### config.mk
export PLATFORM = sky130hd
export DESIGN_NAME = modexp
export DESIGN_NICKNAME = d
export VERILOG_FILES = /design/src/design/modexp_pkg.sv /design/src/design/exp_ctrl.sv /design/src/design/modexp.sv /design/src/design/mont_mul.sv /design/src/design/mul_add.sv /design/src/design/operand_loader.sv
export SDC_FILE = /design/constraint.sdc
export NUM_CORES = 2
export LEC_CHECK = 0
export ABC_AREA = 1
export BUFFER_PORTS_ARGS = -buffer_cell sky130_fd_sc_hd__buf_2
export CORE_AREA = 2 2 292 294
export CTS_CLUSTER_DIAMETER = 30
export CTS_CLUSTER_SIZE = 16
export DETAILED_ROUTE_END_ITERATION = 8
export DIE_AREA = 0 0 294 296
export PLACE_DENSITY = 0.73
export SKIP_CTS_REPAIR_TIMING = 1
export SLEW_MARGIN = 25
export SYNTH_ARGS = -nofsm -noshare
export SYNTH_HDL_FRONTEND = slang
export SYNTH_SLANG_ARGS = --single-unit
### constraint.sdc
create_clock -name clk -period 6.8 [get_ports clk]
set_input_delay 1.36 -clock clk [delete_from_list [all_inputs] [get_ports clk]]
set_output_delay 1.36 -clock clk [all_outputs]
set_load 0.03 [all_outputs]
### src/design/modexp_pkg.sv
/* word type, per-cycle operand struct, Montgomery product and
   controller state enums for the modular exponentiator */
package modexp_pkg;

    localparam int WORD_WIDTH = 16;

    typedef logic [WORD_WIDTH-1:0] word_t;

    // one word of every operand, sent together during the serial load
    typedef struct packed {
        word_t m;
        word_t e;
        word_t n;
        word_t r;   // R mod n
        word_t t;   // R^2 mod n
    } operand_word_t;

    typedef enum logic [1:0] {
        op_to_mont,     // m * t
        op_square,      // c_bar * c_bar
        op_mul,         // c_bar * m_bar
        op_from_mont    // c_bar * 1
    } mont_op_e;

    typedef enum logic [3:0] {
        st_idle,
        st_load,
        st_wait,
        st_to_mont,
        st_scan,
        st_square,
        st_mul,
        st_from_mont,
        st_complete,
        st_output
    } exp_state_e;

endpackage

### src/design/exp_ctrl.sv
/* exponentiation FSM: Montgomery conversion, exponent bit scan,
   square-and-multiply over c_bar and m_bar, serial result readout */
`timescale 1ns/1ps

module exp_ctrl #(
    parameter int NUM_WORDS = 4
) (
    input  logic                                         clk,
    input  logic                                         reset,
    input  logic                                         start_input,
    input  logic                                         start_compute,
    input  logic                                         get_result,
    input  logic                                         load_done,
    input  logic [NUM_WORDS*modexp_pkg::WORD_WIDTH-1:0] m_full,
    input  logic [NUM_WORDS*modexp_pkg::WORD_WIDTH-1:0] e_full,
    input  logic [NUM_WORDS*modexp_pkg::WORD_WIDTH-1:0] r_full,
    input  logic [NUM_WORDS*modexp_pkg::WORD_WIDTH-1:0] t_full,
    input  logic [NUM_WORDS*modexp_pkg::WORD_WIDTH-1:0] product,
    input  logic                                         mont_done,
    output logic [NUM_WORDS*modexp_pkg::WORD_WIDTH-1:0] a_full,
    output logic [NUM_WORDS*modexp_pkg::WORD_WIDTH-1:0] b_full,
    output logic                                         mont_start,
    output logic                                         result_ready,
    output logic                                         res_valid,
    output modexp_pkg::word_t                            res_word
);

    localparam int W  = modexp_pkg::WORD_WIDTH;
    localparam int FW = NUM_WORDS * W;
    localparam int CW = $clog2(NUM_WORDS);
    localparam int BW = $clog2(FW);
    localparam logic [CW-1:0] LAST    = CW'(NUM_WORDS - 1);
    localparam logic [BW-1:0] TOP_BIT = BW'(FW - 1);

    modexp_pkg::exp_state_e state;
    modexp_pkg::mont_op_e   op;
    logic [FW-1:0]          c_bar;
    logic [FW-1:0]          m_bar;
    logic [BW-1:0]          bit_idx;    // exponent bit under test
    logic [CW-1:0]          out_idx;
    logic                   bit_set;
    logic                   last_bit;
    logic                   readout_shift;

    assign bit_set       = e_full[bit_idx];
    assign last_bit      = bit_idx == '0;
    assign result_ready  = state == modexp_pkg::st_complete;
    assign readout_shift = (result_ready && get_result) || state == modexp_pkg::st_output;

    always_comb begin
        case (op)
            modexp_pkg::op_to_mont: begin
                a_full = m_full;
                b_full = t_full;
            end
            modexp_pkg::op_square: begin
                a_full = c_bar;
                b_full = c_bar;
            end
            modexp_pkg::op_mul: begin
                a_full = c_bar;
                b_full = m_bar;
            end
            default: begin
                a_full = c_bar;
                b_full = FW'(1);    // leaves Montgomery form
            end
        endcase
    end

    always_ff @(posedge clk or posedge reset) begin
        if (reset) begin
            state      <= modexp_pkg::st_idle;
            op         <= modexp_pkg::op_to_mont;
            bit_idx    <= '0;
            out_idx    <= '0;
            mont_start <= 1'b0;
            res_valid  <= 1'b0;
            res_word   <= '0;
        end else begin
            mont_start <= 1'b0;
            case (state)
                modexp_pkg::st_idle:
                    if (start_input)
                        state <= modexp_pkg::st_load;
                modexp_pkg::st_load:
                    if (load_done)
                        state <= modexp_pkg::st_wait;
                modexp_pkg::st_wait:
                    if (start_compute) begin
                        state      <= modexp_pkg::st_to_mont;
                        op         <= modexp_pkg::op_to_mont;
                        mont_start <= 1'b1;
                    end
                modexp_pkg::st_to_mont:
                    if (mont_done) begin
                        state   <= modexp_pkg::st_scan;
                        bit_idx <= TOP_BIT;
                    end
                modexp_pkg::st_scan:    // look for the leftmost one
                    if (bit_set) begin
                        state      <= modexp_pkg::st_square;
                        op         <= modexp_pkg::op_square;
                        mont_start <= 1'b1;
                    end else if (last_bit) begin
                        state      <= modexp_pkg::st_from_mont;  // e == 0, c_bar stays R mod n
                        op         <= modexp_pkg::op_from_mont;
                        mont_start <= 1'b1;
                    end else begin
                        bit_idx <= bit_idx - 1'b1;
                    end
                modexp_pkg::st_square:
                    if (mont_done) begin
                        mont_start <= 1'b1;
                        if (bit_set) begin
                            state <= modexp_pkg::st_mul;
                            op    <= modexp_pkg::op_mul;
                        end else if (last_bit) begin
                            state <= modexp_pkg::st_from_mont;
                            op    <= modexp_pkg::op_from_mont;
                        end else begin
                            bit_idx <= bit_idx - 1'b1;
                            op      <= modexp_pkg::op_square;
                        end
                    end
                modexp_pkg::st_mul:
                    if (mont_done) begin
                        mont_start <= 1'b1;
                        if (last_bit) begin
                            state <= modexp_pkg::st_from_mont;
                            op    <= modexp_pkg::op_from_mont;
                        end else begin
                            bit_idx <= bit_idx - 1'b1;
                            state   <= modexp_pkg::st_square;
                            op      <= modexp_pkg::op_square;
                        end
                    end
                modexp_pkg::st_from_mont:
                    if (mont_done)
                        state <= modexp_pkg::st_complete;
                modexp_pkg::st_complete:
                    if (get_result) begin
                        state     <= modexp_pkg::st_output;
                        out_idx   <= '0;
                        res_valid <= 1'b1;
                        res_word  <= c_bar[W-1:0];
                    end
                modexp_pkg::st_output:
                    if (out_idx == LAST) begin
                        state     <= modexp_pkg::st_idle;
                        res_valid <= 1'b0;
                        res_word  <= '0;
                    end else begin
                        out_idx  <= out_idx + 1'b1;
                        res_word <= c_bar[W-1:0];   // already shifted down
                    end
                default: state <= modexp_pkg::st_idle;
            endcase
        end
    end

    always_ff @(posedge clk) begin
        if (mont_done) begin
            if (state == modexp_pkg::st_to_mont) begin
                m_bar <= product;
                c_bar <= r_full;    // Montgomery form of 1
            end else begin
                c_bar <= product;
            end
        end else if (readout_shift) begin
            c_bar <= c_bar >> W;
        end
    end

    // a product may only complete while the FSM is waiting for one
    assert property (@(posedge clk) disable iff (reset)
        mont_done |-> (state == modexp_pkg::st_to_mont || state == modexp_pkg::st_square ||
                       state == modexp_pkg::st_mul || state == modexp_pkg::st_from_mont))
        else $error("mont_done with no product outstanding");

endmodule

### src/design/modexp.sv
/* modular exponentiator top: operand loader, exponent controller,
   Montgomery multiplier */
`timescale 1ns/1ps

module modexp #(
    parameter int NUM_WORDS = 4
) (
    input  logic                      clk,
    input  logic                      reset,
    input  logic                      start_input,
    input  logic                      start_compute,
    input  logic                      get_result,
    input  modexp_pkg::operand_word_t operand_in,
    input  modexp_pkg::word_t         nprime0,
    output logic                      result_ready,
    output logic                      res_valid,
    output modexp_pkg::word_t         res_word
);

    localparam int FW = NUM_WORDS * modexp_pkg::WORD_WIDTH;

    logic [FW-1:0] m_full;
    logic [FW-1:0] e_full;
    logic [FW-1:0] n_full;
    logic [FW-1:0] r_full;
    logic [FW-1:0] t_full;
    logic [FW-1:0] a_full;
    logic [FW-1:0] b_full;
    logic [FW-1:0] product;
    logic          load_done;
    logic          mont_start;
    logic          mont_done;

    operand_loader #(.NUM_WORDS(NUM_WORDS)) i_loader (
        .clk         (clk),
        .reset       (reset),
        .start_input (start_input),
        .operand_in  (operand_in),
        .m_full      (m_full),
        .e_full      (e_full),
        .n_full      (n_full),
        .r_full      (r_full),
        .t_full      (t_full),
        .load_done   (load_done)
    );

    exp_ctrl #(.NUM_WORDS(NUM_WORDS)) i_ctrl (
        .clk           (clk),
        .reset         (reset),
        .start_input   (start_input),
        .start_compute (start_compute),
        .get_result    (get_result),
        .load_done     (load_done),
        .m_full        (m_full),
        .e_full        (e_full),
        .r_full        (r_full),
        .t_full        (t_full),
        .product       (product),
        .mont_done     (mont_done),
        .a_full        (a_full),
        .b_full        (b_full),
        .mont_start    (mont_start),
        .result_ready  (result_ready),
        .res_valid     (res_valid),
        .res_word      (res_word)
    );

    mont_mul #(.NUM_WORDS(NUM_WORDS)) i_mont (
        .clk        (clk),
        .reset      (reset),
        .mont_start (mont_start),
        .a_full     (a_full),
        .b_full     (b_full),
        .n_full     (n_full),
        .nprime0    (nprime0),
        .product    (product),
        .mont_done  (mont_done)
    );

endmodule

### src/design/mont_mul.sv
/* word-serial CIOS Montgomery multiply, product = a * b * R^-1 mod n,
   sequenced over one shared mul_add in issue/capture pairs */
`timescale 1ns/1ps

module mont_mul #(
    parameter int NUM_WORDS = 4
) (
    input  logic                                         clk,
    input  logic                                         reset,
    input  logic                                         mont_start,
    input  logic [NUM_WORDS*modexp_pkg::WORD_WIDTH-1:0] a_full,
    input  logic [NUM_WORDS*modexp_pkg::WORD_WIDTH-1:0] b_full,
    input  logic [NUM_WORDS*modexp_pkg::WORD_WIDTH-1:0] n_full,
    input  modexp_pkg::word_t                            nprime0,
    output logic [NUM_WORDS*modexp_pkg::WORD_WIDTH-1:0] product,
    output logic                                         mont_done
);

    localparam int W  = modexp_pkg::WORD_WIDTH;
    localparam int CW = $clog2(NUM_WORDS);
    localparam logic [CW-1:0] LAST = CW'(NUM_WORDS - 1);

    typedef enum logic [2:0] {
        s_mul,      // v += a[i] * b
        s_fold,     // spread top carry into v[N], v[N+1]
        s_red,      // red_m = v[0] * nprime0
        s_sub,      // v = (v + red_m * n) >> W
        s_top,      // v[N-1] = v[N] + carry
        s_carry     // v[N] = v[N+1] + carry
    } step_e;

    step_e             step;
    logic              busy;
    logic              capture;     // second cycle of a step
    logic [CW-1:0]     i;
    logic [CW-1:0]     j;
    modexp_pkg::word_t v [NUM_WORDS+2];
    modexp_pkg::word_t carry;
    modexp_pkg::word_t red_m;
    modexp_pkg::word_t x;
    modexp_pkg::word_t y;
    modexp_pkg::word_t z;
    modexp_pkg::word_t carry_in;
    modexp_pkg::word_t sum;
    modexp_pkg::word_t carry_out;
    logic              finish;

    mul_add i_mul_add (
        .clk       (clk),
        .x         (x),
        .y         (y),
        .z         (z),
        .carry_in  (carry_in),
        .sum       (sum),
        .carry_out (carry_out)
    );

    // operands for the step being issued
    always_comb begin
        x        = '0;
        y        = '0;
        z        = '0;
        carry_in = carry;
        case (step)
            s_mul: begin
                x = a_full[i*W +: W];
                y = b_full[j*W +: W];
                z = v[j];
                if (j == '0)
                    carry_in = '0;  // inner loop starts with C = 0
            end
            s_fold:  z = v[NUM_WORDS];
            s_red: begin
                x        = v[0];
                y        = nprime0;
                carry_in = '0;
            end
            s_sub: begin
                x = red_m;
                y = n_full[j*W +: W];
                z = v[j];
                if (j == '0)
                    carry_in = '0;
            end
            s_top:   z = v[NUM_WORDS];
            s_carry: z = v[NUM_WORDS+1];
            default: ;
        endcase
    end

    assign finish = busy && capture && step == s_carry && i == LAST;

    always_ff @(posedge clk or posedge reset) begin
        if (reset) begin
            busy      <= 1'b0;
            capture   <= 1'b0;
            step      <= s_mul;
            i         <= '0;
            j         <= '0;
            carry     <= '0;
            red_m     <= '0;
            mont_done <= 1'b0;
            for (int k = 0; k < NUM_WORDS + 2; k++)
                v[k] <= '0;
        end else begin
            mont_done <= 1'b0;
            if (!busy) begin
                if (mont_start) begin
                    busy    <= 1'b1;
                    capture <= 1'b0;
                    step    <= s_mul;
                    i       <= '0;
                    j       <= '0;
                end
            end else if (!capture) begin
                capture <= 1'b1;    // mul_add holds the operands now
            end else begin
                capture <= 1'b0;
                case (step)
                    s_mul: begin
                        v[j]  <= sum;
                        carry <= carry_out;
                        if (j == LAST) begin
                            j    <= '0;
                            step <= s_fold;
                        end else begin
                            j <= j + 1'b1;
                        end
                    end
                    s_fold: begin
                        v[NUM_WORDS]   <= sum;
                        v[NUM_WORDS+1] <= carry_out;
                        step           <= s_red;
                    end
                    s_red: begin
                        red_m <= sum;
                        step  <= s_sub;
                    end
                    s_sub: begin
                        if (j != '0)
                            v[j-1'b1] <= sum;   // word 0 is zero by choice of red_m
                        carry <= carry_out;
                        if (j == LAST) begin
                            j    <= '0;
                            step <= s_top;
                        end else begin
                            j <= j + 1'b1;
                        end
                    end
                    s_top: begin
                        v[NUM_WORDS-1] <= sum;
                        carry          <= carry_out;
                        step           <= s_carry;
                    end
                    s_carry: begin
                        step <= s_mul;
                        if (i == LAST) begin
                            busy      <= 1'b0;
                            mont_done <= 1'b1;
                            i         <= '0;
                            for (int k = 0; k < NUM_WORDS + 2; k++)
                                v[k] <= '0;     // ready for the next product
                        end else begin
                            v[NUM_WORDS] <= sum;
                            i            <= i + 1'b1;
                        end
                    end
                    default: step <= s_mul;
                endcase
            end
        end
    end

    // low words are final once s_top has run in the last outer pass
    always_ff @(posedge clk) begin
        if (finish) begin
            for (int k = 0; k < NUM_WORDS; k++)
                product[k*W +: W] <= v[k];
        end
    end

    // the controller keeps one product in flight at a time
    assert property (@(posedge clk) disable iff (reset) busy |-> !mont_start)
        else $error("mont_start while a product is in progress");

endmodule

### src/design/mul_add.sv
/* registered word multiply-add, (carry_out, sum) = x * y + z + carry_in */
`timescale 1ns/1ps

module mul_add (
    input  logic              clk,
    input  modexp_pkg::word_t x,
    input  modexp_pkg::word_t y,
    input  modexp_pkg::word_t z,
    input  modexp_pkg::word_t carry_in,
    output modexp_pkg::word_t sum,
    output modexp_pkg::word_t carry_out
);

    localparam int W = modexp_pkg::WORD_WIDTH;

    logic [2*W-1:0] result;

    // max value is exactly 2^(2W) - 1, never overflows
    assign result = (2*W)'(x) * (2*W)'(y) + (2*W)'(z) + (2*W)'(carry_in);

    always_ff @(posedge clk) begin
        sum       <= result[W-1:0];
        carry_out <= result[2*W-1:W];
    end

endmodule

### src/design/operand_loader.sv
/* serial load of m, e, n, r and t, one word per cycle, lsw first */
`timescale 1ns/1ps

module operand_loader #(
    parameter int NUM_WORDS = 4
) (
    input  logic                                         clk,
    input  logic                                         reset,
    input  logic                                         start_input,
    input  modexp_pkg::operand_word_t                    operand_in,
    output logic [NUM_WORDS*modexp_pkg::WORD_WIDTH-1:0] m_full,
    output logic [NUM_WORDS*modexp_pkg::WORD_WIDTH-1:0] e_full,
    output logic [NUM_WORDS*modexp_pkg::WORD_WIDTH-1:0] n_full,
    output logic [NUM_WORDS*modexp_pkg::WORD_WIDTH-1:0] r_full,
    output logic [NUM_WORDS*modexp_pkg::WORD_WIDTH-1:0] t_full,
    output logic                                         load_done
);

    localparam int W  = modexp_pkg::WORD_WIDTH;
    localparam int CW = $clog2(NUM_WORDS);
    localparam logic [CW-1:0] LAST = CW'(NUM_WORDS - 1);

    logic          loading;
    logic [CW-1:0] cnt;     // word slot being written

    always_ff @(posedge clk or posedge reset) begin
        if (reset) begin
            loading   <= 1'b0;
            cnt       <= '0;
            load_done <= 1'b0;
        end else begin
            load_done <= 1'b0;
            if (!loading) begin
                if (start_input) begin
                    loading <= 1'b1;
                    cnt     <= '0;
                end
            end else if (cnt == LAST) begin
                loading   <= 1'b0;
                load_done <= 1'b1;  // seen by the controller next edge
            end else begin
                cnt <= cnt + 1'b1;
            end
        end
    end

    always_ff @(posedge clk) begin
        if (loading) begin
            m_full[cnt*W +: W] <= operand_in.m;
            e_full[cnt*W +: W] <= operand_in.e;
            n_full[cnt*W +: W] <= operand_in.n;
            r_full[cnt*W +: W] <= operand_in.r;
            t_full[cnt*W +: W] <= operand_in.t;
        end
    end

    // a new load must not restart one that is still filling the slots
    assert property (@(posedge clk) disable iff (reset) loading |-> !start_input)
        else $error("start_input while operands are still loading");

endmodule

==> impl_metrics.py <==
metrics = {
    "sta": {
        "rsz0062_at_grt": "yes",
        "setup_viol": 7,
        "timing_hold_violations_final": 0,
        "fin_ws_ns": -0.101,
        "finalCritPeriodShare": 1.01,
        "fmax_mhz": 145,
        "fin_crit_ns": 6.90,
        "relSlewSlack": 0.271,
        "tightestPinTransition_ns": 1.09,
        "maxSlewViolCount": 0,
        "finClkSkew_ns": 0.0467,
    },
    "global_route": {
        "grt_pass1_vias": 34600,
        "antenna_found_initial": 3,
        "grt_pass1_wl_um": 216000,
        "grt_max_degree": 93,
        "overflow": 0,
        "grtUsageTotal": 0.333,
    },
    "outcome": {
        "status": "finished, violations left",
        "violations": "setup timing",
    },
    "setup_path": {
        "cp_max_fo": 8,
        "worst-path-buf-inv": 13,
        "setup.worst_path.end_class": "register",
        "cpMostUsedCell": "fa_1",
        "cpPeakStageDelay_ns": 0.58,
        "crit_arrival_ns": 7.47,
        "critical_path_class": "reg2reg",
        "cp.required_ns": 7.37,
        "start_kind": "register",
        "critical-path-top-delay-family": "adder cells",
        "critPathSlowestCell": "fa_2",
    },
    "cells_and_area": {
        "nets": 5142,
        "syn_to_final_growth_pct": 23.1,
        "drive_above_1_share": 0.191,
    },
    "die": {
        "rows": 107,
        "die_area_um2": 87000,
        "die_height_um": 296,
        "start_util": 0.495,
        "ios": 119,
        "core_area_um2": 84200,
        "die_w_um": 294,
    },
    "synthesis": {
        "yosysTopAreaCell": "edfxtp_1",
        "synth_area_leaders": "edfxtp_1 (37%), fa_1 (11%), dfrtp_1 (10%)",
        "synth_ff_type": "edfxtp_1",
        "synth_fp_nets": 4773,
        "avgSynthCellArea_um2": 9.63,
        "netlist_top_cells_count": "nand2_1 (645), inv_1 (590), edfxtp_1 (512), nor2_1 (461), o21ai_0 (299)",
        "ys_seq_area_frac": 0.489,
        "ys_types": 60,
        "syn_inst": 4327,
        "yosysMostFrequentCell": "nand2_1",
        "ys_warn_count": 0,
        "synth_async_sr_flop_share": 0.242,
        "syn-cell-area_um2": 41700,
        "ys_ff_latch": 718,
        "synth_top_area_frac": 0.369,
        "synth_edf_count": 512,
    },
    "placement": {
        "portBuffers": 118,
        "dp.final_hpwl_um": 104000,
        "dp_slack_ns": -0.143,
        "routabilityCongestion": 1.01,
    },
    "flow_run": {
        "cap_violations": 0,
    },
    "clocking": {
        "insertion_delay_ns": 0.73,
        "cts-root-buf": "clkbuf_16",
        "htree_levels": 4,
        "numCtsBuffers": 140,
        "cts_tree": "yes",
        "clkSinkCount": 718,
        "clockBufferDepth": 3,
        "path_clk_slew_ns": 0.05,
    },
    "drt": {
        "drt-initial-drc-count": 5032,
        "post_drt_wl_per_cell_um": 24.8,
        "firstDrtPassIters": 7,
        "drc": 0,
        "vias_per_cell": 6.03,
        "ant_nets": 0,
        "wirelength_um": 146000,
        "num_vias": 35600,
    },
    "min_path": {
        "hold_class": "reg2reg",
    },
}
[cell type report]
class,count,area (µm²)
clock buffers,175,3790
clock inverters,85,1050
inverters,629,2400
flip-flops and latches,718,20400
fillers,6644,32900
repair buffers,457,3750
well taps,1090,1360
diodes,1,2.50
multi-input cells,2750,18600
[final timing paths]
check,startpoint,slack [ns],end,cells after the start
setup / recovery,i_ctrl.op[1]$_DFFE_PP0P_,-0.10,i_mont.i_mul_add.carry_out[0]$_DFF_P_,35
max in group asynchronous,reset,4.66,i_mont.carry[15]$_DFFE_PP0P_,3
min in group asynchronous,reset,0.76,i_mont.v[58]$_DFFE_PP0P_,2
setup reg to reg,i_ctrl.op[1]$_DFFE_PP0P_,-0.10,i_mont.i_mul_add.carry_out[0]$_DFF_P_,35
hold / removal,i_mont.product[28]$_DFFE_PP_,0.44,i_ctrl.m_bar[28]$_DFFE_PP_,0
hold reg to reg,i_mont.product[28]$_DFFE_PP_,0.44,i_ctrl.m_bar[28]$_DFFE_PP_,0
[cells in the final DEF, fill, tap and decap left out, types with 31 or more instances in the layout]
master	instances
ha_1	109
a21oi_1	230
dfxtp_1	32
o21ai_0	285
nor3_1	117
inv_2	32
o21ai_1	61
nand2_2	32
buf_4	278
dfrtp_1	170
nand3_1	124
edfxtp_1	512
buf_12	35
nor2_1	455
fa_1	217
nand2_1	620
buf_2	118
o221ai_1	31
inv_1	580
a21oi_2	39
o22ai_1	98
clkbuf_16	146
[routing by layer]
layer	global-route usage	share of wire	vias up
met4	0.213	0.076	6
li1	-	-	15400
met3	0.0830	0.12	560
met2	0.502	0.44	2664
met5	0	0.00027	-
met1	0.432	0.36	17000
[stage by stage]
step / cell area (µm²) / instances / hold WS [ns] / TNS, ns / utilization
after global routing: 51300 / 5904 / 0.452 / -4.44 / 0.609
after detailed placement: 45400 / 5626 / 0.432 / -1.26 / 0.540
final: 51300 / 5905 / 0.435 / -0.339 / 0.609
after floorplan: 41700 / 4327 / 0.421 / 0 / -
after global placement: 45400 / 5626 / 0.427 / -0.700 / 0.540
after CTS: 50300 / 5886 / 0.444 / -3.57 / 0.597
[registers in the layout, indices dropped and copies added, names as in the netlist, 3 cells and up]
register                    flops
i_ctrl.bit_idx                  6
i_ctrl.c_bar                   64
i_ctrl.m_bar                   64
i_ctrl.res_word                16
i_ctrl.state                    4
i_loader.e_full                64
i_loader.m_full                64
i_loader.n_full                64
i_loader.r_full                64
i_loader.t_full                64
i_mont.carry                   16
i_mont.i_mul_add.carry_out     16
i_mont.i_mul_add.sum           16
i_mont.product                 64
i_mont.red_m                   16
i_mont.step                     3
i_mont.v                       96
[kinds of logic after synthesis]
| logic type | synth area share |
|---|---|
| xor+xnor | 0.00588 |
| compound gates | 0.136 |
| flops | 0.489 |
| buf+inv | 0.0827 |
| fa+ha+maj | 0.144 |
| simple gates | 0.142 |
Power is not shown: default switching activity piles up to over one toggle a cycle in this logic, so the estimate is an artifact.
